**config.mk**
```make
export PLATFORM = sky130hd
export DESIGN_NAME = tnn_top
export DESIGN_NICKNAME = d
export VERILOG_FILES = /design/src/verilog/tnn_pkg.sv /design/src/verilog/cpu_control.sv /design/src/verilog/heap_store.sv /design/src/verilog/instruction_fetch.sv /design/src/verilog/tnn_top.sv /design/src/verilog/vector_alu.sv /design/src/verilog/vector_reader.sv
export VERILOG_INCLUDE_DIRS = /design/src /design/src/include
export SDC_FILE = /design/constraint.sdc
export NUM_CORES = 2
export LEC_CHECK = 0
export BUFFER_PORTS_ARGS = -buffer_cell sky130_fd_sc_hd__buf_2
export CORE_AREA = 2 2 451 453
export DETAILED_ROUTE_END_ITERATION = 6
export DIE_AREA = 0 0 453 455
export PLACE_DENSITY = 0.68
export SLEW_MARGIN = 10
export SYNTH_ARGS = -nofsm -noshare
export SYNTH_HDL_FRONTEND = slang
export SYNTH_SLANG_ARGS = --single-unit
export TNS_END_PERCENT = 30
```
**constraint.sdc**
```tcl
create_clock -name clk_100mhz -period 7.3 [get_ports clk_100mhz]
set_clock_uncertainty 0.05 [all_clocks]
set_input_delay 0 -clock clk_100mhz [delete_from_list [all_inputs] [get_ports clk_100mhz]]
set_output_delay 0 -clock clk_100mhz [all_outputs]
set_load 0.1 [all_outputs]
```
**src/include/tnn_macros.svh**
```systemverilog
`ifndef TNN_MACROS_SVH
`define TNN_MACROS_SVH

// Vector geometry
`define TNN_LANES 4         // Lanes per vector
`define TNN_LANE_W 8        // Signed lane width
`define TNN_TRIT_W 2        // One weight trit
`define TNN_VEC_W 32        // Vector or packed 4x4 weight matrix

// Storage pieces
`define TNN_PIECE_W 16      // Width of one stored half
`define TNN_PIECES 2        // Halves per entry, low half first

// Instruction word
`define TNN_OP_W 8          // Opcode in [7:5], operand in [4:0]
`define TNN_OPND_W 5        // Operand field

// Memory depths in entries
`define TNN_OP_ADDRS 32
`define TNN_DATA_ADDRS 32
`define TNN_WEIGHT_ADDRS 8
`define TNN_HEAP_ADDRS 8

// Host load address, covers 64 data pieces
`define TNN_LOAD_ADDR_W 6

`endif

```
**src/verilog/tnn_pkg.sv**
```systemverilog
`include "tnn_macros.svh"

package tnn_pkg;

  // Lane i at [8i+7:8i], trit (i,j) at [2(4i+j)+1:2(4i+j)]
  typedef logic [`TNN_VEC_W-1:0] vec_t;

  // One stored half of an entry
  typedef logic [`TNN_PIECE_W-1:0] piece_t;

  // Opcodes, held in instr[7:5]
  typedef enum logic [2:0] {
    OP_NOP        = 3'd0,  // Do nothing
    OP_LOAD_X     = 3'd1,  // acc <= data[opnd]
    OP_LOAD_HEAP  = 3'd2,  // acc <= heap[opnd]
    OP_MATVEC     = 3'd3,  // acc <= W[opnd] * acc
    OP_RELU       = 3'd4,  // Clamp negative lanes
    OP_STORE_HEAP = 3'd5,  // heap[opnd] <= acc
    OP_OUTPUT     = 3'd6,  // Publish acc
    OP_HALT       = 3'd7   // End of program
  } op_e;

  // Accumulator commands
  typedef enum logic [1:0] {
    ALU_LOAD   = 2'd0,  // Copy operand
    ALU_MATVEC = 2'd1,  // Ternary matrix times acc
    ALU_RELU   = 2'd2   // Zero negative lanes
  } alu_op_e;

endpackage

```
**src/verilog/cpu_control.sv**
```systemverilog
`timescale 1ns/1ps
`include "tnn_macros.svh"

module cpu_control (
  input  logic                                  clk_100mhz,
  input  logic                                  rst_n,
  input  logic                                  start,
  input  logic [`TNN_OP_W-1:0]                  instr,
  input  logic                                  instr_valid,
  input  logic                                  data_done,
  input  tnn_pkg::vec_t                         data_vec,
  input  logic                                  weight_done,
  input  tnn_pkg::vec_t                         weight_vec,
  input  logic                                  heap_rd_done,
  input  logic                                  heap_wr_done,
  input  tnn_pkg::vec_t                         heap_vec,
  input  tnn_pkg::vec_t                         acc,
  output logic                                  fetch_req,
  output logic [$clog2(`TNN_OP_ADDRS)-1:0]      pc,
  output logic                                  data_rd_req,
  output logic [$clog2(`TNN_DATA_ADDRS)-1:0]    data_addr,
  output logic                                  weight_rd_req,
  output logic [$clog2(`TNN_WEIGHT_ADDRS)-1:0]  weight_addr,
  output logic                                  heap_rd_req,
  output logic                                  heap_wr_req,
  output logic [$clog2(`TNN_HEAP_ADDRS)-1:0]    heap_addr,
  output logic                                  alu_go,
  output tnn_pkg::alu_op_e                      alu_op,
  output tnn_pkg::vec_t                         alu_operand,
  output logic                                  busy,
  output logic                                  done,
  output logic                                  inference_valid,
  output tnn_pkg::vec_t                         inference_out
);
  import tnn_pkg::*;

  typedef enum logic [2:0] {
    S_IDLE, S_FETCH, S_DECODE, S_WAIT_MEM, S_EXECUTE, S_HALTED
  } state_e;

  state_e                  state;
  op_e                     op_q;    // Decoded opcode of the current instruction
  logic [`TNN_OPND_W-1:0]  opnd_q;  // Operand field

  // Memory addresses come straight from the operand, small memories use low bits
  assign data_addr   = opnd_q;
  assign weight_addr = opnd_q[$clog2(`TNN_WEIGHT_ADDRS)-1:0];
  assign heap_addr   = opnd_q[$clog2(`TNN_HEAP_ADDRS)-1:0];

  always_comb begin
    case (op_q)
      OP_MATVEC: alu_op = ALU_MATVEC;
      OP_RELU:   alu_op = ALU_RELU;
      default:   alu_op = ALU_LOAD;    // Both load opcodes
    endcase
  end

  // Reader outputs hold until the next request, so a plain mux is enough
  always_comb begin
    case (op_q)
      OP_MATVEC:    alu_operand = weight_vec;
      OP_LOAD_HEAP: alu_operand = heap_vec;
      default:      alu_operand = data_vec;
    endcase
  end

  always_ff @(posedge clk_100mhz) begin
    if (state == S_FETCH && instr_valid) begin
      op_q   <= op_e'(instr[`TNN_OP_W-1:`TNN_OPND_W]);
      opnd_q <= instr[`TNN_OPND_W-1:0];
    end
  end

  always_ff @(posedge clk_100mhz) begin
    if (!rst_n) begin
      state           <= S_IDLE;
      pc              <= '0;
      busy            <= 1'b0;
      done            <= 1'b0;
      fetch_req       <= 1'b0;
      data_rd_req     <= 1'b0;
      weight_rd_req   <= 1'b0;
      heap_rd_req     <= 1'b0;
      heap_wr_req     <= 1'b0;
      alu_go          <= 1'b0;
      inference_valid <= 1'b0;
      inference_out   <= '0;
    end else begin
      fetch_req       <= 1'b0;  // All requests are single-cycle pulses
      data_rd_req     <= 1'b0;
      weight_rd_req   <= 1'b0;
      heap_rd_req     <= 1'b0;
      heap_wr_req     <= 1'b0;
      alu_go          <= 1'b0;
      inference_valid <= 1'b0;
      case (state)
        S_IDLE, S_HALTED: begin
          if (start) begin
            busy      <= 1'b1;
            done      <= 1'b0;   // Cleared by the new run
            pc        <= '0;
            fetch_req <= 1'b1;
            state     <= S_FETCH;
          end
        end
        S_FETCH: begin
          if (instr_valid) begin
            pc    <= pc + 1'b1;  // Wraps at program depth
            state <= S_DECODE;
          end
        end
        S_DECODE: begin
          case (op_q)
            OP_LOAD_X: begin
              data_rd_req <= 1'b1;
              state       <= S_WAIT_MEM;
            end
            OP_LOAD_HEAP: begin
              heap_rd_req <= 1'b1;
              state       <= S_WAIT_MEM;
            end
            OP_MATVEC: begin
              weight_rd_req <= 1'b1;  // Weights arrive as the ALU operand
              state         <= S_WAIT_MEM;
            end
            OP_STORE_HEAP: begin
              heap_wr_req <= 1'b1;
              state       <= S_WAIT_MEM;
            end
            OP_RELU: begin
              alu_go <= 1'b1;
              state  <= S_EXECUTE;
            end
            OP_OUTPUT: begin
              inference_out   <= acc;
              inference_valid <= 1'b1;
              fetch_req       <= 1'b1;
              state           <= S_FETCH;
            end
            OP_HALT: begin
              busy  <= 1'b0;
              done  <= 1'b1;           // Holds until next start
              state <= S_HALTED;
            end
            default: begin             // NOP
              fetch_req <= 1'b1;
              state     <= S_FETCH;
            end
          endcase
        end
        S_WAIT_MEM: begin
          if (data_done || weight_done || heap_rd_done) begin
            alu_go <= 1'b1;
            state  <= S_EXECUTE;
          end else if (heap_wr_done) begin
            fetch_req <= 1'b1;         // Store needs no ALU step
            state     <= S_FETCH;
          end
        end
        S_EXECUTE: begin
          fetch_req <= 1'b1;           // acc took the update on the last edge
          state     <= S_FETCH;
        end
        default: state <= S_IDLE;
      endcase
    end
  end

endmodule

```
**src/verilog/heap_store.sv**
```systemverilog
`timescale 1ns/1ps
`include "tnn_macros.svh"

module heap_store (
  input  logic                               clk_100mhz,
  input  logic                               rst_n,
  input  logic                               wr_req,     // Store wr_vec at heap_addr
  input  logic                               rd_req,     // Fetch entry at heap_addr
  input  logic [$clog2(`TNN_HEAP_ADDRS)-1:0] heap_addr,
  input  tnn_pkg::vec_t                      wr_vec,
  output tnn_pkg::vec_t                      rd_vec,
  output logic                               wr_done,    // 2 cycles after wr_req
  output logic                               rd_done     // 3 cycles after rd_req
);
  import tnn_pkg::*;

  localparam int HAW = $clog2(`TNN_HEAP_ADDRS);
  localparam int PAD = `TNN_LOAD_ADDR_W - HAW - 1;

  logic [HAW-1:0]               addr_q;
  piece_t                       hi_q;       // High half waits one cycle
  logic                         wr_step;    // Second write cycle
  logic                         mem_we;
  logic [`TNN_LOAD_ADDR_W-1:0]  mem_addr;
  piece_t                       mem_data;

  // Piece 0 on the request cycle, piece 1 on the next
  assign mem_we   = wr_req || wr_step;
  assign mem_addr = wr_req ? {{PAD{1'b0}}, heap_addr, 1'b0}
                           : {{PAD{1'b0}}, addr_q, 1'b1};
  assign mem_data = wr_req ? wr_vec[`TNN_PIECE_W-1:0] : hi_q;

  always_ff @(posedge clk_100mhz) begin
    if (wr_req) begin
      addr_q <= heap_addr;
      hi_q   <= wr_vec[`TNN_VEC_W-1:`TNN_PIECE_W];
    end
  end

  always_ff @(posedge clk_100mhz) begin
    if (!rst_n) begin
      wr_step <= 1'b0;
      wr_done <= 1'b0;
    end else begin
      wr_step <= wr_req;
      wr_done <= wr_step;  // Raised with the last piece written
    end
  end

  // Storage and two-step read share the reader block
  vector_reader #(.ADDRS(`TNN_HEAP_ADDRS)) heap_reader0 (
    .clk_100mhz,
    .rst_n,
    .load_we   (mem_we),
    .load_addr (mem_addr),
    .load_data (mem_data),
    .rd_req,
    .rd_addr   (heap_addr),
    .rd_vec,
    .rd_done
  );

endmodule

```
**src/verilog/instruction_fetch.sv**
```systemverilog
`timescale 1ns/1ps
`include "tnn_macros.svh"

module instruction_fetch (
  input  logic                              clk_100mhz,
  input  logic                              rst_n,
  input  logic                              op_load_we,  // Host write strobe
  input  logic [`TNN_LOAD_ADDR_W-1:0]       load_addr,   // Instruction index, one per entry
  input  tnn_pkg::piece_t                   load_data,   // Low byte holds the instruction
  input  logic                              fetch_req,
  input  logic [$clog2(`TNN_OP_ADDRS)-1:0]  pc,
  output logic [`TNN_OP_W-1:0]              instr,       // Holds until next fetch
  output logic                              instr_valid  // One cycle after fetch_req
);

  localparam int PCW = $clog2(`TNN_OP_ADDRS);

  logic [`TNN_OP_W-1:0] prog_mem [`TNN_OP_ADDRS];

  always_ff @(posedge clk_100mhz) begin
    if (op_load_we) begin
      prog_mem[load_addr[PCW-1:0]] <= load_data[`TNN_OP_W-1:0];
    end
  end

  // Registered read, only on request
  always_ff @(posedge clk_100mhz) begin
    if (fetch_req) begin
      instr <= prog_mem[pc];
    end
  end

  always_ff @(posedge clk_100mhz) begin
    if (!rst_n) begin
      instr_valid <= 1'b0;
    end else begin
      instr_valid <= fetch_req;
    end
  end

endmodule

```
**src/verilog/tnn_top.sv**
```systemverilog
`timescale 1ns/1ps
`include "tnn_macros.svh"

module tnn_top (
  input  logic                         clk_100mhz,
  input  logic                         rst_n,
  input  logic                         start,           // Run pulse, only while idle
  input  logic                         op_load_we,      // Program memory strobe
  input  logic                         data_load_we,    // Data memory strobe
  input  logic                         weight_load_we,  // Weight memory strobe
  input  logic [`TNN_LOAD_ADDR_W-1:0]  load_addr,       // Entry*2 + piece
  input  tnn_pkg::piece_t              load_data,
  output logic                         busy,
  output logic                         done,
  output logic                         inference_valid,
  output tnn_pkg::vec_t                inference_out
);
  import tnn_pkg::*;

  logic                                  fetch_req;
  logic [$clog2(`TNN_OP_ADDRS)-1:0]      pc;
  logic [`TNN_OP_W-1:0]                  instr;
  logic                                  instr_valid;
  logic                                  data_rd_req, data_done;
  logic [$clog2(`TNN_DATA_ADDRS)-1:0]    data_addr;
  vec_t                                  data_vec;
  logic                                  weight_rd_req, weight_done;
  logic [$clog2(`TNN_WEIGHT_ADDRS)-1:0]  weight_addr;
  vec_t                                  weight_vec;
  logic                                  heap_rd_req, heap_wr_req;
  logic                                  heap_rd_done, heap_wr_done;
  logic [$clog2(`TNN_HEAP_ADDRS)-1:0]    heap_addr;
  vec_t                                  heap_vec;
  logic                                  alu_go;
  alu_op_e                               alu_op;
  vec_t                                  alu_operand;
  vec_t                                  acc;

  cpu_control cpu_control0 (
    .clk_100mhz, .rst_n, .start,
    .instr, .instr_valid,
    .data_done, .data_vec,
    .weight_done, .weight_vec,
    .heap_rd_done, .heap_wr_done, .heap_vec,
    .acc,
    .fetch_req, .pc,
    .data_rd_req, .data_addr,
    .weight_rd_req, .weight_addr,
    .heap_rd_req, .heap_wr_req, .heap_addr,
    .alu_go, .alu_op, .alu_operand,
    .busy, .done, .inference_valid, .inference_out
  );

  instruction_fetch instruction_fetch0 (
    .clk_100mhz, .rst_n,
    .op_load_we, .load_addr, .load_data,
    .fetch_req, .pc, .instr, .instr_valid
  );

  vector_reader #(.ADDRS(`TNN_DATA_ADDRS)) data_reader0 (
    .clk_100mhz, .rst_n,
    .load_we   (data_load_we),
    .load_addr, .load_data,
    .rd_req    (data_rd_req),
    .rd_addr   (data_addr),
    .rd_vec    (data_vec),
    .rd_done   (data_done)
  );

  vector_reader #(.ADDRS(`TNN_WEIGHT_ADDRS)) weight_reader0 (
    .clk_100mhz, .rst_n,
    .load_we   (weight_load_we),
    .load_addr, .load_data,
    .rd_req    (weight_rd_req),
    .rd_addr   (weight_addr),
    .rd_vec    (weight_vec),
    .rd_done   (weight_done)
  );

  heap_store heap_store0 (
    .clk_100mhz, .rst_n,
    .wr_req    (heap_wr_req),
    .rd_req    (heap_rd_req),
    .heap_addr,
    .wr_vec    (acc),           // Heap always stores the accumulator
    .rd_vec    (heap_vec),
    .wr_done   (heap_wr_done),
    .rd_done   (heap_rd_done)
  );

  vector_alu vector_alu0 (
    .clk_100mhz, .rst_n,
    .alu_go, .alu_op,
    .operand   (alu_operand),
    .acc
  );

endmodule

```
**src/verilog/vector_alu.sv**
```systemverilog
`timescale 1ns/1ps
`include "tnn_macros.svh"

module vector_alu (
  input  logic              clk_100mhz,
  input  logic              rst_n,
  input  logic              alu_go,    // One-cycle command
  input  tnn_pkg::alu_op_e  alu_op,
  input  tnn_pkg::vec_t     operand,   // Data, heap entry or weight matrix
  output tnn_pkg::vec_t     acc
);
  import tnn_pkg::*;

  // Lane i = sum_j trit(i,j) * x_j, wraps mod 256
  function automatic vec_t matvec(input vec_t w, input vec_t x);
    vec_t                    y;
    logic [`TNN_LANE_W-1:0]  sum;
    logic [`TNN_LANE_W-1:0]  lane;
    logic [`TNN_TRIT_W-1:0]  trit;
    y = '0;
    for (int i = 0; i < `TNN_LANES; i++) begin
      sum = '0;
      for (int j = 0; j < `TNN_LANES; j++) begin
        trit = w[`TNN_TRIT_W*(`TNN_LANES*i+j) +: `TNN_TRIT_W];
        lane = x[`TNN_LANE_W*j +: `TNN_LANE_W];
        if (trit == 2'b01) begin
          sum = sum + lane;         // +1
        end else if (trit == 2'b11) begin
          sum = sum - lane;         // -1, 00 and 10 are zero
        end
      end
      y[`TNN_LANE_W*i +: `TNN_LANE_W] = sum;
    end
    return y;
  endfunction

  function automatic vec_t relu(input vec_t x);
    vec_t y;
    y = x;
    for (int i = 0; i < `TNN_LANES; i++) begin
      if (x[`TNN_LANE_W*i + `TNN_LANE_W-1]) begin
        y[`TNN_LANE_W*i +: `TNN_LANE_W] = '0;  // Negative lane
      end
    end
    return y;
  endfunction

  always_ff @(posedge clk_100mhz) begin
    if (!rst_n) begin
      acc <= '0;
    end else if (alu_go) begin
      case (alu_op)
        ALU_LOAD:   acc <= operand;
        ALU_MATVEC: acc <= matvec(operand, acc);
        ALU_RELU:   acc <= relu(acc);
        default:    acc <= acc;
      endcase
    end
  end

endmodule

```
**src/verilog/vector_reader.sv**
```systemverilog
`timescale 1ns/1ps
`include "tnn_macros.svh"

module vector_reader #(
  parameter int ADDRS = `TNN_DATA_ADDRS  // Entries, each two pieces
) (
  input  logic                         clk_100mhz,
  input  logic                         rst_n,
  input  logic                         load_we,
  input  logic [`TNN_LOAD_ADDR_W-1:0]  load_addr,  // Entry*2 + piece
  input  tnn_pkg::piece_t              load_data,
  input  logic                         rd_req,
  input  logic [$clog2(ADDRS)-1:0]     rd_addr,
  output tnn_pkg::vec_t                rd_vec,     // Holds until next request
  output logic                         rd_done     // 3 cycles after rd_req
);
  import tnn_pkg::*;

  localparam int AW = $clog2(ADDRS);
  localparam int PW = $clog2(ADDRS * `TNN_PIECES);

  piece_t          mem [ADDRS * `TNN_PIECES];
  logic [AW-1:0]   addr_q;
  logic [1:0]      step;      // 0 idle, 1 high piece, 2 join
  piece_t          piece_q;   // Synchronous read register
  piece_t          lo_q;      // Low half kept for the join

  always_ff @(posedge clk_100mhz) begin
    if (load_we) begin
      mem[load_addr[PW-1:0]] <= load_data;
    end
  end

  // One read port, piece 0 then piece 1
  always_ff @(posedge clk_100mhz) begin
    if (rd_req) begin
      piece_q <= mem[{rd_addr, 1'b0}];
      addr_q  <= rd_addr;
    end else if (step == 2'd1) begin
      lo_q    <= piece_q;
      piece_q <= mem[{addr_q, 1'b1}];
    end else if (step == 2'd2) begin
      rd_vec  <= {piece_q, lo_q};  // Piece 0 is the low half
    end
  end

  always_ff @(posedge clk_100mhz) begin
    if (!rst_n) begin
      step    <= 2'd0;
      rd_done <= 1'b0;
    end else begin
      rd_done <= (step == 2'd2);
      if (rd_req) begin
        step <= 2'd1;
      end else if (step != 2'd0) begin
        step <= (step == 2'd2) ? 2'd0 : step + 2'd1;
      end
    end
  end

endmodule

```
==> impl_metrics.csv <==
group,metric,value,unit
run_status,status,"finished clean",
run,maxCapViolations,0,
cells_and_area,nets,5463,
route,routed_wl,220000,µm
global_route,grt_max_degree,123,
synth,synth_top_area_share,67.8,%
sta,tns,0,ns
synth,yosys_most_used_dff,"edfxtp_1",
sta,setup_viol,0,
sta,rsz0062_at_grt,"no",
synth,synthDistinctLibCells,91,
worst_setup_path,path_class,"flop to flop",
synth,yosys.area.top_type,"edfxtp_1",
placed_design,place_hpwl,137000,µm
clock_tree,clockRootBuffer,"clkbuf_16",
route,routedWlPerCell,27.1,µm
power_and_ir_drop,power_leakage,33.2,nW
cells_and_area,area_growth,13.0,%
route,drt_first_pass_iters,5,
cells_and_area,post_route_cells_drive_above_1_share,23.6,%
route,top_layer,"met5",
floorplan,die_h,455,µm
synth,async_reset_ff_share,0,%
synth,synthCells,4962,
sta,post-route-period-util,92.5,%
synth,avgSynthCellArea,18.1,µm²
cells_and_area,fin_cells,8092,
clock_tree,cts_buffers,205,
clock_tree,clockBufferDepth,3,
power_and_ir_drop,powerDensity,273,nW/µm²
sta,min_period,6.76,ns
global_route,grt_pass1_vias,47300,
worst_setup_path,crit_path_top_delay_cell,"edfxtp_1",
route,met2_length,108000,µm
floorplan,num_rows,165,
worst_setup_path,path_max_fanout,11,
synth,synthTopCellsByArea,"edfxtp_1 68%, mux4_2 13%, dfxtp_1 2.4%",
floorplan,die_w,453,µm
floorplan,core-area,201000,µm²
clock_tree,cts_tree,"built",
power_and_ir_drop,vdd_drop_max,0.276,mV
clock_tree,htree_levels,4,
sta,hold_viol,0,
worst_setup_path,end_kind,"flop",
global_route,globalRouteOverflowTotal,0,
sta,slew_violations,0,
worst_setup_path,critPathLaunchType,"flop",
route,drtIter0Drc,4979,
clock_tree,path_clk_slew,0.07,ns
placed_design,numPortBuffers,62,
synth,seq_area_frac_synth,70.2,%
clock_tree,cts.sinks,2139,
cells_and_area,final_core_util,50.5,%
synth,synth_nets,5187,
route,vias,47200,
synth,synth-edff-count,2030,
route,ant_nets,0,
global_route,grt_pass1_wl,321000,µm
global_route,antenna_found_initial,10,
sta,slew_headroom,22.1,%
placed_design,dpl.cell_count,7659,
worst_setup_path,crit_top_cell,"nor2_1",
global_route,track_usage,21.3,%
clock_tree,clock_latency,0.85,ns
synth,ys_ff_latch,2139,
route,avgViaCountPerCell,5.84,
synth,synthesis.area,90000,µm²
route,drc,0,
synth,yosysWarnings,0,
route,met3_length,14500,µm
floorplan,initial_core_util,44.7,%
worst_setup_path,cp.arrival,7.45,ns
worst_setup_path,slowest_delay,0.55,ns
sta,tightestPinTransition,1.17,ns
route,wl_met1,89900,µm
floorplan,die_area,206000,µm²
floorplan,io_pins,63,
placed_design,globalplace.congestion,0.918,
sta,fmax,0.148,GHz
worst_setup_path,cp.required,7.99,ns
min_path,hold_class,"primary input to flop",
## registers in the layout, indices dropped and copies added, names as in the netlist, 32 cells and up, named ones only
name,cells
vector_alu0.acc,32
instruction_fetch0.prog_mem,256
data_reader0.mem,1024
heap_store0.heap_reader0.mem,256
weight_reader0.rd_vec,32
weight_reader0.mem,256
cpu_control0.inference_out,32
data_reader0.rd_vec,32
heap_store0.heap_reader0.rd_vec,32
## Yosys cell counts (all sizes together) (34+ instances only)
cell type and count:
a211oi 49, edfxtp 2030, nor2b 75, inv 139, buf 86, o21bai 34, mux2i 123, mux4 528
o21ai 138, mux2 96, a21oi 240, nor3 67, nor2 272, ha 173, clkbuf 159, dfxtp 109
nand2 186, xnor2 56
## repair_timing
action                                 in CTS  in global routing
endpoints found under the hold margin    1505                  0
buffers inserted                            0                  9
setup endpoints to repair                   0                  3
resized for setup                           0                  4
hold buffers                               35                  0
## cells by family after synthesis
| family | Yosys count | share of synthesized area, % |
|---|---|---|
| xor+xnor | 77 | 0.750 |
| mux | 747 | 15.9 |
| compound gates | 633 | 4.37 |
| simple gates | 783 | 4.17 |
| fa+ha+maj | 197 | 2.94 |
| flops | 2139 | 70.2 |
| buf+inv | 386 | 1.73 |
## final timing paths
check	from	endpoint	slack [ns]	depth (start not counted)
max	cpu_control0.op_q[1]	vector_alu0.acc[23]	0.54	29
min	op_load_we	instruction_fetch0.prog_mem[8][2]	0.08	3
max reg2reg	cpu_control0.op_q[1]	vector_alu0.acc[23]	0.54	29
min reg2reg	weight_reader0.lo_q[11]	weight_reader0.rd_vec[11]	0.32	0
## cell usage in the layout, fill, tap and decap left out, types with 24 or more instances in the layout
cell and count:
ha_1 173, mux2_2 92, nand2_1 185, mux2i_1 116, mux4_2 528, clkbuf_16 209, dfxtp_1 95, o21bai_1 34
buf_4 221, nor2_1 272, buf_2 54, a21oi_1 233, clkinv_2 44, inv_1 138, nand3_1 33, dlygate4sd3_1 35
o21ai_0 125, nor3_1 61, edfxtp_1 2030, nor2b_1 74, a31oi_1 24, nand2b_1 32, xnor2_1 56, a211oi_1 48
fa_1 24, clkinv_1 42, clkbuf_1 39
## metal layers
metal / track usage, % / up-vias
met5: 0 / -
met4: 7.39 / 6
met3: 3.40 / 370
met2: 34.8 / 1778
met1: 29.1 / 24600
li1: - / 20400
## final cells by class
cell class | instances | area [µm²]
clock inverter | 129 | 1350
tap | 2672 | 3340
inverter | 141 | 533
antenna | 1 | 2.50
clock buffer | 259 | 5530
fill | 16100 | 99600
multi-input combinational | 2437 | 25400
timing repair buffer | 314 | 2360
sequential | 2139 | 63200
## critical path, delay by kind of cell, from the launching register on
family | cells | cell delay [ns]
flip-flops | 1 | 0.55
AND/OR/NAND/NOR | 9 | 1.79
buffers and inverters | 3 | 0.51
AO/OA/AOI/OAI | 9 | 1.76
XOR/XNOR | 3 | 0.50
adder cells (fa/ha/maj) | 3 | 1.19
multiplexers | 2 | 0.33
## power breakdown
| part | leakage [nW] | internal (mW) | switching (mW) | total (mW) |
|---|---|---|---|---|
| logic | 10.6 | 1.34 | 1.96 | 3.31 |
| registers | 19.2 | 13.6 | 0.169 | 13.7 |
| clock network | 3.37 | 6.07 | 4.59 | 10.7 |
| total | 33.2 | 21.0 | 6.72 | 27.7 |
## stage by stage
step	area (µm²)	power, mW	setup WS [ns]	hold WS, ns
6_report	102000	27.7	0.544	0.0832
5_1_grt	102000	28.7	0.0164	0.0834
4_1_cts	102000	27.9	0.287	0.0831
3_5_place_dp	94400	17.3	0.327	0.255
3_3_place_gp	94400	17.2	0.442	0.243
2_1_floorplan	90000	16.2	1.42	0.0489
Note: power is estimated with default switching activity, not from simulation.
